===== config.mk =====
export PLATFORM = sky130hd
export DESIGN_NAME = id_top
export DESIGN_NICKNAME = d
export VERILOG_FILES = /design/src/id_pkg.sv /design/src/id_decoder.sv /design/src/id_fifo.sv /design/src/id_imm_gen.sv /design/src/id_stage_ctrl.sv /design/src/id_top.sv
export SDC_FILE = /design/constraint.sdc
export NUM_CORES = 2
export LEC_CHECK = 0
export CORE_MARGIN = 2
export CORE_UTILIZATION = 55
export DETAILED_ROUTE_END_ITERATION = 8
export DONT_BUFFER_PORTS = 1
export PLACE_DENSITY = 0.75
export SLEW_MARGIN = 10
export SYNTH_ARGS = -nofsm -noshare
export SYNTH_HDL_FRONTEND = slang
export SYNTH_SLANG_ARGS = --single-unit

===== constraint.sdc =====
create_clock -name clk -period 13.54 [get_ports clk]
set_input_delay 2.708 -clock clk [delete_from_list [all_inputs] [get_ports clk]]
set_output_delay 2.708 -clock clk [all_outputs]
set_load 0.01 [all_outputs]

===== src/id_pkg.sv =====
`default_nettype none

package id_pkg;

    localparam int XLEN = 64;                   // rv64 data width

    typedef logic [XLEN-1:0] xlen_t;            // pc and immediates
    typedef logic [31:0]     inst_t;            // raw instruction word
    typedef logic [4:0]      reg_addr_t;        // x0 .. x31
    typedef logic [2:0]      funct3_t;          // minor opcode field
    typedef logic [6:0]      opcode_t;          // major opcode in inst[6:0]

    typedef enum logic [3:0] {
        OP_LUI,
        OP_AUIPC,
        OP_JAL,
        OP_JALR,
        OP_BRANCH,
        OP_LOAD,
        OP_STORE,
        OP_IMM,                                 // addi, slti, shifts ...
        OP_IMM_32,                              // addiw family
        OP_REG,                                 // includes mul/div
        OP_REG_32,                              // includes mulw/divw
        OP_SYSTEM,                              // csr, ecall, ebreak, mret
        OP_ILLEGAL
    } op_class_t;

    typedef enum logic [2:0] {
        IMM_NONE,
        IMM_I,
        IMM_S,
        IMM_B,
        IMM_U,
        IMM_J
    } imm_fmt_t;

    localparam opcode_t OPC_LUI    = 7'b0110111;
    localparam opcode_t OPC_AUIPC  = 7'b0010111;
    localparam opcode_t OPC_JAL    = 7'b1101111;
    localparam opcode_t OPC_JALR   = 7'b1100111;
    localparam opcode_t OPC_BRANCH = 7'b1100011;
    localparam opcode_t OPC_LOAD   = 7'b0000011;
    localparam opcode_t OPC_STORE  = 7'b0100011;
    localparam opcode_t OPC_IMM    = 7'b0010011;
    localparam opcode_t OPC_IMM_32 = 7'b0011011;
    localparam opcode_t OPC_REG    = 7'b0110011;
    localparam opcode_t OPC_REG_32 = 7'b0111011;
    localparam opcode_t OPC_SYSTEM = 7'b1110011;

endpackage

`default_nettype wire


===== src/id_decoder.sv =====
`default_nettype none

module id_decoder import id_pkg::*; (
    input  wire inst_t inst,
    output op_class_t  op_class,
    output imm_fmt_t   imm_fmt,
    output logic       uses_rs2,
    output funct3_t    funct3,
    output reg_addr_t  rd,
    output reg_addr_t  rs1,
    output reg_addr_t  rs2
);

    opcode_t opc;

    assign opc    = inst[6:0];
    assign funct3 = inst[14:12];
    assign rd     = inst[11:7];                 // raw fields, class decides use
    assign rs1    = inst[19:15];
    assign rs2    = inst[24:20];

    // major opcode to class, with the reserved funct3 holes
    always_comb begin
        case (opc)
            OPC_LUI:    op_class = OP_LUI;
            OPC_AUIPC:  op_class = OP_AUIPC;
            OPC_JAL:    op_class = OP_JAL;
            OPC_JALR:   op_class = (funct3 == 3'b000) ? OP_JALR : OP_ILLEGAL;
            OPC_BRANCH: begin
                if (funct3 == 3'b010 || funct3 == 3'b011)
                    op_class = OP_ILLEGAL;      // no branch on these
                else
                    op_class = OP_BRANCH;
            end
            OPC_LOAD:   op_class = (funct3 == 3'b111) ? OP_ILLEGAL : OP_LOAD;
            OPC_STORE:  op_class = (funct3 > 3'b011) ? OP_ILLEGAL : OP_STORE; // sb..sd
            OPC_IMM:    op_class = OP_IMM;
            OPC_IMM_32: op_class = OP_IMM_32;
            OPC_REG:    op_class = OP_REG;      // m ext lands here too
            OPC_REG_32: op_class = OP_REG_32;
            OPC_SYSTEM: op_class = OP_SYSTEM;   // csr and trap insts
            default:    op_class = OP_ILLEGAL;
        endcase
    end

    // immediate layout per class
    always_comb begin
        case (op_class)
            OP_JALR,
            OP_LOAD,
            OP_IMM,
            OP_IMM_32,
            OP_SYSTEM:  imm_fmt = IMM_I;        // csr addr rides in imm
            OP_STORE:   imm_fmt = IMM_S;
            OP_BRANCH:  imm_fmt = IMM_B;
            OP_LUI,
            OP_AUIPC:   imm_fmt = IMM_U;
            OP_JAL:     imm_fmt = IMM_J;
            default:    imm_fmt = IMM_NONE;     // reg ops and illegal
        endcase
    end

    // rs2 is a real source only for these
    always_comb begin
        case (op_class)
            OP_BRANCH,
            OP_STORE,
            OP_REG,
            OP_REG_32: uses_rs2 = 1'b1;
            default:   uses_rs2 = 1'b0;        // rs2 bits are imm or unused
        endcase
    end

endmodule

`default_nettype wire


===== src/id_fifo.sv =====
`default_nettype none

module id_fifo import id_pkg::*; #(
    parameter int FIFO_DEPTH = 16,
    parameter int FIFO_SLACK = 4
) (
    input  wire logic  clk,
    input  wire logic  arst_n,
    input  wire logic  flush,                   // drops all entries
    input  wire logic  push,
    input  wire xlen_t push_pc,
    input  wire inst_t push_inst,
    input  wire logic  pop,
    output xlen_t      head_pc,
    output inst_t      head_inst,
    output logic       empty,
    output logic       almost_full              // count at or above depth - slack
);

    localparam int PTR_W   = $clog2(FIFO_DEPTH);
    localparam int CNT_W   = $clog2(FIFO_DEPTH + 1);
    localparam int ENTRY_W = XLEN + $bits(inst_t);

    localparam logic [PTR_W-1:0] LAST_PTR   = PTR_W'(FIFO_DEPTH - 1);
    localparam logic [CNT_W-1:0] AF_LEVEL   = CNT_W'(FIFO_DEPTH - FIFO_SLACK);
    localparam logic [CNT_W-1:0] FULL_LEVEL = CNT_W'(FIFO_DEPTH);

    logic [ENTRY_W-1:0] mem [FIFO_DEPTH];       // {pc, inst} per slot
    logic [PTR_W-1:0]   wr_ptr;
    logic [PTR_W-1:0]   rd_ptr;
    logic [CNT_W-1:0]   count;

    always_ff @(posedge clk or negedge arst_n) begin
        if (!arst_n) begin
            wr_ptr <= '0;
            rd_ptr <= '0;
            count  <= '0;
        end else if (flush) begin
            wr_ptr <= '0;                       // same-edge push is lost too
            rd_ptr <= '0;
            count  <= '0;
        end else begin
            if (push) wr_ptr <= (wr_ptr == LAST_PTR) ? '0 : wr_ptr + 1'b1;
            if (pop)  rd_ptr <= (rd_ptr == LAST_PTR) ? '0 : rd_ptr + 1'b1;
            case ({push, pop})
                2'b10:   count <= count + 1'b1;
                2'b01:   count <= count - 1'b1;
                default: count <= count;        // idle or push+pop
            endcase
        end
    end

    always_ff @(posedge clk) begin
        if (push && !flush) mem[wr_ptr] <= {push_pc, push_inst};
    end

    assign {head_pc, head_inst} = mem[rd_ptr];  // valid while !empty
    assign empty       = (count == '0);
    assign almost_full = (count >= AF_LEVEL);   // upstream sees in_ready low

    // in_ready slack must keep the writer off a full buffer
    a_no_push_full: assert property (@(posedge clk) disable iff (!arst_n)
        push |-> count < FULL_LEVEL);
    a_no_pop_empty: assert property (@(posedge clk) disable iff (!arst_n)
        pop |-> !empty);

endmodule

`default_nettype wire


===== src/id_imm_gen.sv =====
`default_nettype none

module id_imm_gen import id_pkg::*; (
    input  wire inst_t    inst,
    input  wire imm_fmt_t imm_fmt,
    output xlen_t         imm
);

    logic sign;

    assign sign = inst[31];                     // every format signs from bit 31

    always_comb begin
        case (imm_fmt)
            IMM_I: imm = {{(XLEN-12){sign}}, inst[31:20]};
            IMM_S: imm = {{(XLEN-12){sign}}, inst[31:25], inst[11:7]};
            IMM_B: imm = {{(XLEN-13){sign}},
                          inst[31],
                          inst[7],              // imm[11]
                          inst[30:25],
                          inst[11:8],
                          1'b0};                // halfword aligned
            IMM_U: imm = {{(XLEN-32){sign}}, inst[31:12], 12'b0};
            IMM_J: imm = {{(XLEN-21){sign}},
                          inst[31],
                          inst[19:12],
                          inst[20],             // imm[11]
                          inst[30:21],
                          1'b0};
            default: imm = '0;                  // no immediate
        endcase
    end

endmodule

`default_nettype wire


===== src/id_stage_ctrl.sv =====
`default_nettype none

module id_stage_ctrl import id_pkg::*; (
    input  wire logic  clk,
    input  wire logic  arst_n,
    input  wire logic  flush,                   // branch redirect from ex
    input  wire logic  in_valid,
    input  wire xlen_t in_pc,
    input  wire inst_t in_inst,
    input  wire logic  out_ready,
    input  wire xlen_t head_pc,
    input  wire inst_t head_inst,
    input  wire logic  empty,
    input  wire logic  almost_full,
    input  wire logic  ex_valid,
    input  wire inst_t ex_inst,                 // instruction sitting in ex
    input  wire logic  uses_rs2,                // held inst reads rs2
    output logic       in_ready,
    output logic       push,
    output xlen_t      push_pc,
    output inst_t      push_inst,
    output logic       pop,
    output logic       out_valid,
    output xlen_t      out_pc,
    output inst_t      out_inst
);

    logic      reg_valid;                       // stage register occupied
    xlen_t     reg_pc;
    inst_t     reg_inst;
    logic      in_fire;
    logic      advance;
    logic      bypass;
    logic      stall;
    opcode_t   ex_opc;
    reg_addr_t ex_rd;
    reg_addr_t id_rs1;
    reg_addr_t id_rs2;

    assign in_ready = !almost_full;
    assign in_fire  = in_valid && in_ready;

    // load-use interlock against the load in ex
    assign ex_opc = ex_inst[6:0];
    assign ex_rd  = ex_inst[11:7];
    assign id_rs1 = reg_inst[19:15];
    assign id_rs2 = reg_inst[24:20];
    assign stall  = reg_valid && ex_valid && (ex_opc == OPC_LOAD) && (ex_rd != '0)
                    && ((ex_rd == id_rs1) || ((ex_rd == id_rs2) && uses_rs2));

    assign advance = !reg_valid || (out_ready && !stall); // slot frees this edge
    assign bypass  = advance && empty && in_fire;         // fifo skipped
    assign pop     = advance && !empty && !flush;
    assign push    = in_fire && !bypass && !flush;        // keeps order behind head
    assign push_pc   = in_pc;
    assign push_inst = in_inst;

    always_ff @(posedge clk or negedge arst_n) begin
        if (!arst_n) begin
            reg_valid <= 1'b0;
        end else if (flush) begin
            reg_valid <= 1'b0;                  // drop held inst
        end else if (advance) begin
            reg_valid <= !empty || in_fire;     // head or bypassed input
        end
    end

    always_ff @(posedge clk) begin
        if (advance && !flush) begin
            reg_pc   <= empty ? in_pc : head_pc;
            reg_inst <= empty ? in_inst : head_inst;
        end
    end

    assign out_valid = reg_valid && !stall;     // drops with stall, same cycle
    assign out_pc    = reg_pc;
    assign out_inst  = reg_inst;

    // ex must see a steady payload until it takes it
    a_out_stable: assert property (@(posedge clk) disable iff (!arst_n)
        out_valid && !out_ready |=> $stable(out_pc) && $stable(out_inst));

endmodule

`default_nettype wire


===== src/id_top.sv =====
`default_nettype none

module id_top import id_pkg::*; #(
    parameter int FIFO_DEPTH = 16,
    parameter int FIFO_SLACK = 4                // free slots left when in_ready drops
) (
    input  wire logic  clk,
    input  wire logic  arst_n,
    input  wire logic  in_valid,                // from fetch
    input  wire xlen_t in_pc,
    input  wire inst_t in_inst,
    output logic       in_ready,
    output logic       out_valid,               // to execute
    output xlen_t      out_pc,
    output inst_t      out_inst,
    output op_class_t  out_class,
    output funct3_t    out_funct3,
    output reg_addr_t  out_rd,
    output reg_addr_t  out_rs1,
    output reg_addr_t  out_rs2,
    output xlen_t      out_imm,
    input  wire logic  out_ready,
    input  wire logic  ex_valid,                // ex feedback for interlock
    input  wire inst_t ex_inst,
    input  wire logic  flush
);

    logic     push;
    xlen_t    push_pc;
    inst_t    push_inst;
    logic     pop;
    xlen_t    head_pc;
    inst_t    head_inst;
    logic     fifo_empty;
    logic     almost_full;
    logic     uses_rs2;
    imm_fmt_t imm_fmt;

    id_fifo #(.FIFO_DEPTH(FIFO_DEPTH), .FIFO_SLACK(FIFO_SLACK)) fifo_i (
        .clk, .arst_n, .flush, .push, .push_pc, .push_inst, .pop,
        .head_pc, .head_inst, .empty(fifo_empty), .almost_full
    );

    id_stage_ctrl ctrl_i (
        .clk, .arst_n, .flush, .in_valid, .in_pc, .in_inst, .out_ready,
        .head_pc, .head_inst, .empty(fifo_empty), .almost_full,
        .ex_valid, .ex_inst, .uses_rs2,
        .in_ready, .push, .push_pc, .push_inst, .pop,
        .out_valid, .out_pc, .out_inst
    );

    id_decoder dec_i (
        .inst(out_inst), .op_class(out_class), .imm_fmt, .uses_rs2,
        .funct3(out_funct3), .rd(out_rd), .rs1(out_rs1), .rs2(out_rs2)
    );

    id_imm_gen imm_i (.inst(out_inst), .imm_fmt, .imm(out_imm)); // held inst only

endmodule

`default_nettype wire


After elaboration in Yosys (flattened, before gate mapping)
Memories as Yosys holds them, arrays and structs flattened.
Index checks and enable logic that the tools add are counted.
Word-level totals
  register bits after elaboration: 110
  memory bits (writable): 1536
  bits in read-only memories: 48
  input port bits: 134
  output and inout bits: 184
  logic and storage cells: 100
  memories kept: 2
Cells by class
  $add $sub $neg: 4
  magnitude comparators: 2
  equal/unequal tests: 31
  muxes and demuxes: 21
  reductions and logical operators: 34
Memories
  fifo_i.mem: depth 16, width 96, rd ports 1, clocked after Yosys merged registers in 0, wr ports 1, line id_fifo.sv:28  | logic [ENTRY_W-1:0] mem [FIFO_DEPTH];
  (name not given): depth 16, width 3, rd ports 1, clocked after Yosys merged registers in 0, wr ports 0, line id_decoder.sv:48  | case (op_class)
Operators by type and width (number)
  one-hot mux 64 bit (5 select lines): 1
  2-to-1 mux 64 bit: 1
  one-hot mux 4 bit (12 select lines): 1
  2-to-1 mux 4 bit: 10
  2-to-1 mux 32 bit: 1
  equality test 7 x 6 -> 1 bit, second input constant: 4
  equality test 7 bit, second input constant: 4
  equality test 7 x 5 -> 1 bit, second input constant: 3
  equality test 4 bit, second input constant: 4
  logical AND 1 bit: 16
  equality test 7 x 2 -> 1 bit, second input constant: 2
  equality test 3 x 2 -> 1 bit, second input constant: 4
  equality test 5 bit: 2
  one-hot mux 5 bit (2 select lines): 1
  equality test 3 bit, second input constant: 3
  adder 4 x 1 -> 4 bit, second input constant: 2
  equality test 4 x 3 -> 1 bit, second input constant: 2
  logical NOT 1 bit: 6
  nonzero test 2 bit: 3
  adder 5 x 1 -> 5 bit, second input constant: 1
  >= comparator 5 x 4 -> 1 bit, second input constant: 1
  logical NOT 5 bit: 1
  2-to-1 mux 1 bit: 5
  2-to-1 mux 5 bit: 1
  10 further kinds: 13

Depth between registers and ports, before layout
  depth after elaboration: 21
  mapped depth: 23
  depth with buffers taken out: 21

Cells and area by module
From an unflattened synthesis, not the netlist that was laid out.
Second synthesis, totals
  cells, all modules: 3178
  area, all modules: 65621.7 µm²
Modules (own cells, without submodules)
  id_fifo: instances 1, cells each 2660, area each 59320.6 µm², sequential area each 46449.5 µm²
  id_stage_ctrl: instances 1, cells each 334, area each 5013.6 µm², sequential area each 2907.8 µm²
  id_decoder: instances 1, cells each 86, area each 656.9 µm², sequential area each 0.0 µm²
  id_imm_gen: instances 1, cells each 98, area each 630.6 µm², sequential area each 0.0 µm²

Worst setup path after synthesis
OpenSTA, ideal clock, no wires.
  path kind: input -> register
  from: input ex_inst[3]
  to: memory fifo_i.mem[11][0] in the netlist's numbering, enable pin
  setup time: 789 ps
  arrival time: 13458 ps
  required time: 12751 ps
  path slack: -707 ps
  stages: 7
  buffers on the path: 0
  cells stage by stage: or4b_2 nor4_1 o211ai_1 o22ai_1 a21o_1 o211a_1 nor4bb_1
Between the ends
  longest elaborated chain between the ends: 15
RTL lines
  start, declared: line id_top.sv:24  | input wire inst_t ex_inst,
  equality test 7 x 2 -> 1 bit: line id_stage_ctrl.sv:48  | assign stall = reg_valid && ex_valid && (ex_opc == OPC_LOAD) && (ex_rd != '0)
  logical AND 1 bit (2 in a row): line id_stage_ctrl.sv:48
  logical AND 1 bit: line id_stage_ctrl.sv:49  | && ((ex_rd == id_rs1) || ((ex_rd == id_rs2) && uses_rs2));
  logical NOT 1 bit: line id_stage_ctrl.sv:51  | assign advance = !reg_valid || (out_ready && !stall);
  logical AND 1 bit: line id_stage_ctrl.sv:51
  logical OR 1 bit: line id_stage_ctrl.sv:51
  logical AND 1 bit (2 in a row): line id_stage_ctrl.sv:52  | assign bypass = advance && empty && in_fire;
  logical NOT 1 bit: line id_stage_ctrl.sv:54  | assign push = in_fire && !bypass && !flush;
  logical AND 1 bit (2 in a row): line id_stage_ctrl.sv:54
  logical AND 1 bit: line id_fifo.sv:54  | if (push && !flush) mem[wr_ptr] <= {push_pc, push_inst};
  2-to-1 mux 1 bit: line id_fifo.sv:54
  2-to-1 mux 1 bit (implied by the code): line id_fifo.sv:54
  end, declared: line id_fifo.sv:28
Every way passes these cells.

Final worst setup path
  from: register ctrl_i.reg_inst[14] (netlist: ctrl_i.out_inst[14])
  to: output out_imm[56]
Between the ends
  elaborated cells between the ends (all ways): 18
  those cells by class: 1 x order compare; 8 x eq/ne; 6 x mux; 2 x reduce/logical; 1 x memory
RTL lines
  start, declared: line id_stage_ctrl.sv:30  | inst_t reg_inst;
  start signal, assigned: line id_stage_ctrl.sv:71  | reg_inst <= empty ? in_inst : head_inst;
  > comparator 3 x 2 -> 1 bit / logical NOT 3 bit (equally long branches): line id_decoder.sv:36, id_decoder.sv:28
  2-to-1 mux 4 bit (on tied branches): line id_decoder.sv:36, id_decoder.sv:28
  one-hot mux 4 bit (12 select lines) *: line id_decoder.sv:24  | case (opc)
  named net out_class[1]: line id_top.sv:16  | output op_class_t out_class,
  memory (16 x 3 bit) *
  equality test 3 bit (tied with other cells): line id_imm_gen.sv:14  | case (imm_fmt)
  one-hot mux 64 bit (5 select lines) *: line id_imm_gen.sv:14
  end, declared: line id_top.sv:21  | output xlen_t out_imm,
Mark *: on every way through the listed nets, which the timed path passes. The rest lies on a longest branch.

==> reports/results.ini <==
[logic_synthesis]
yosys-top-cells-count = 1632 x edfxtp_1, 309 x nand2_1, 290 x mux2i_1
synth_most_common_cell = edfxtp_1
synthArstFlopShare = 0.00851
synth_cell_types = 67
synth_fp_nets = 3626
synth_cells = 3478
synth_area_um2 = 64700
yosysTopAreaCell = edfxtp_1
ys_ff_latch = 1646
synth_edf_count = 1632
yosys_warnings = 0
synth_area_leaders = edfxtp_1 76%, mux4_2 6.7%, mux2i_1 4.5%
synth_flop_cell = edfxtp_1
synth_top_area_frac = 0.758
seq_area_frac_synth = 0.763
avgSynthCellArea_um2 = 18.6

[critical_path]
cpMaxStageDelayCell = o21a_4
worst_setup_path_end_kind = output pin
path_class = reg -> out
start_kind = flop
cp_top_family = simple AND/OR/NAND/NOR gates
critPathRequiredTime_ps = 10830
max_stage_delay_ps = 850
crit_arrival_ps = 4760
path_buf_inv = 1
crit_fanout = 33
cp_common_cell = nand2_1
crit_chain = nor3_1 -> o211ai_1 -> o22ai_1 -> nand2_1 -> nand2_1 -> nand2_1 -> inv_1 -> ha_1 -> o21ai_0 -> nor4_4 -> nand2b_1 -> o21a_4

[grt]
antenna_found_initial = 7
grt_pass1_wl_um = 212000
grt_max_degree = 140
grt_pass1_vias = 32900
overflow = 0
grt_use_total = 0.237

[clock_tree]
clk_pin_slew_worst_paths_ps = 60
cts_buffer_depth = 3
cts.sinks = 1646
clockRootBuffer = clkbuf_16
cts_resized = 0
cts_setup_buffers = 0
cts_hold_buf = 0
cts_buffers = 162
cts_tree = yes
clkLatencyLatePin_ps = 780
htreeDepth = 4

[drt]
drt_iter0_markers = 3804
wl_per_cell_um = 28.3
drc = 0
ant_nets = 0
wirelength_um = 144000
viasPerCell = 6.41
firstDrtPassIters = 6
vias = 32700

[sta]
slew_headroom = 0.180
hold_violations = 0
finalClockSkew_ps = 35.6
fin_ws_ps = 6080
period_minus_slack_ps = 7460
drv_slew = 0
tns_ps = 0
rsz0062_at_grt = no
finalSetupViolations = 0
tightest_slew_ps = 1230
timing.final.crit_share = 0.551
fmax_mhz = 134

[placement]
gp_congestion = 0.797
place_inst = 4802
hpwlAfterDp_um = 73800
io_buffers = 0
dp_slack_ps = 6190

[floorplanning]
dieHeight_um = 347
ios = 318
die_w_um = 347
core.rowCount = 125
start_util = 0.556
dieArea_um2 = 120000
core_um2 = 116000

[power]
powerDensity_nw_per_um2 = 177
leakage_uw = 0.0216
ir_drop_v = 0.000155

[finish]
stdcell_count = 5095
drive_gt1_frac = 0.169
final_core_util = 0.611
nets = 3590
areaGrowthSynthToFinish_pct = 9.85

[run]
cap_violations = 0

[hold_path]
hp-class = reg -> reg

[status]
status = finished clean

placed cells by master, fill, tap and decap left out, types with 5 or more instances in the layout:
master	netlist	final
mux4_2	192	192
nor2b_1	7	7
o21ai_0	205	205
nand3_1	10	10
xnor2_1	5	5
clkinv_1	0	37
nand2b_1	6	5
inv_1	13	13
edfxtp_1	1632	1632
and3_4	0	12
and2_1	10	8
nor3_1	9	9
xor2_1	7	7
clkbuf_1	118	30
o221ai_1	192	192
clkinv_2	0	33
clkinvlp_4	0	7
o211ai_1	5	5
buf_4	50	44
nor2_1	15	14
clkbuf_16	0	165
mux2_2	99	99
a21oi_1	107	107
mux2i_1	290	290
a21o_1	25	25
nand2_1	309	308
bufinv_16	0	11
dfrtp_1	14	10
ha_1	13	13
worst paths after layout:
| check | startpoint | to | slack [ps] | cells after the start |
|---|---|---|---|---|
| min in group asynchronous | arst_n | fifo_i.count[1] | 1630 | 0 |
| max in group asynchronous | arst_n | fifo_i.rd_ptr[0] | 11800 | 0 |
| min | fifo_i.count[2] | fifo_i.count[2] | 580 | 2 |
| min reg2reg | fifo_i.count[2] | fifo_i.count[2] | 580 | 2 |
| max reg2reg | ctrl_i.out_inst[14] | fifo_i.mem[2][7] | 7270 | 16 |
| max | ctrl_i.out_inst[14] | out_imm[56] | 6080 | 12 |
cells by family (layout without fill, tap and decap cells):
logic type                 Yosys count  count (layout)  share of synthesized area
muxes                              584             584                      0.130
other                                0               1                          0
DFF                               1646            1646                      0.763
adders and majority gates           14              14                    0.00282
AOI/OAI and AO/OA                  565             565                     0.0580
buffers and inverters              260             352                     0.0188
and+or+nand+nor                    397             397                     0.0262
xor gates and xnor gates            12              12                    0.00162
layout make-up:
| cell class | count | area (µm²) |
|---|---|---|
| inverters | 13 | 48.8 |
| well taps | 1524 | 1910 |
| fillers | 8049 | 45300 |
| diodes | 1 | 2.50 |
| clock inverters | 95 | 836 |
| repair buffers | 47 | 390 |
| multi-input cells | 1572 | 14200 |
| clock buffers | 197 | 4270 |
| flip-flops and latches | 1646 | 49400 |
state kept, by name (all words and copies together), names as in the netlist:
signal,flops
ctrl_i.out_pc,64
fifo_i.count,5
fifo_i.mem,1536
fifo_i.wr_ptr,4
fifo_i.rd_ptr,4
ctrl_i.reg_valid,1
ctrl_i.out_inst,32
per-stage QoR:
step / cell area (µm²) / hold WS, ps / power (µW)
floorplan: 64700 / 542 / 7870
global placement: 66000 / 562 / 8320
detailed placement: 66000 / 562 / 8360
CTS: 71100 / 572 / 12600
global route: 71100 / 596 / 13000
finish: 71100 / 575 / 12600
where the power goes:
group	switching [µW]	total, µW	internal, µW
clock	1870	4320	2460
sequential	244	6130	5890
combinational	1200	2120	916
tightest hold or removal path, stage by stage (launching register included):
cell,delay (ps)
dfrtp_1,410
nand2_1,70
mux2i_1,60
layer usage:
metal	vias up	routed length [µm]	global-route usage
met1	16900	56800	0.318
met2	1510	71700	0.393
li1	14000	-	-
met3	226	12400	0.0531
met4	4	3430	0.0697
met5	-	27	0
Power figures use the tool's default switching activity.
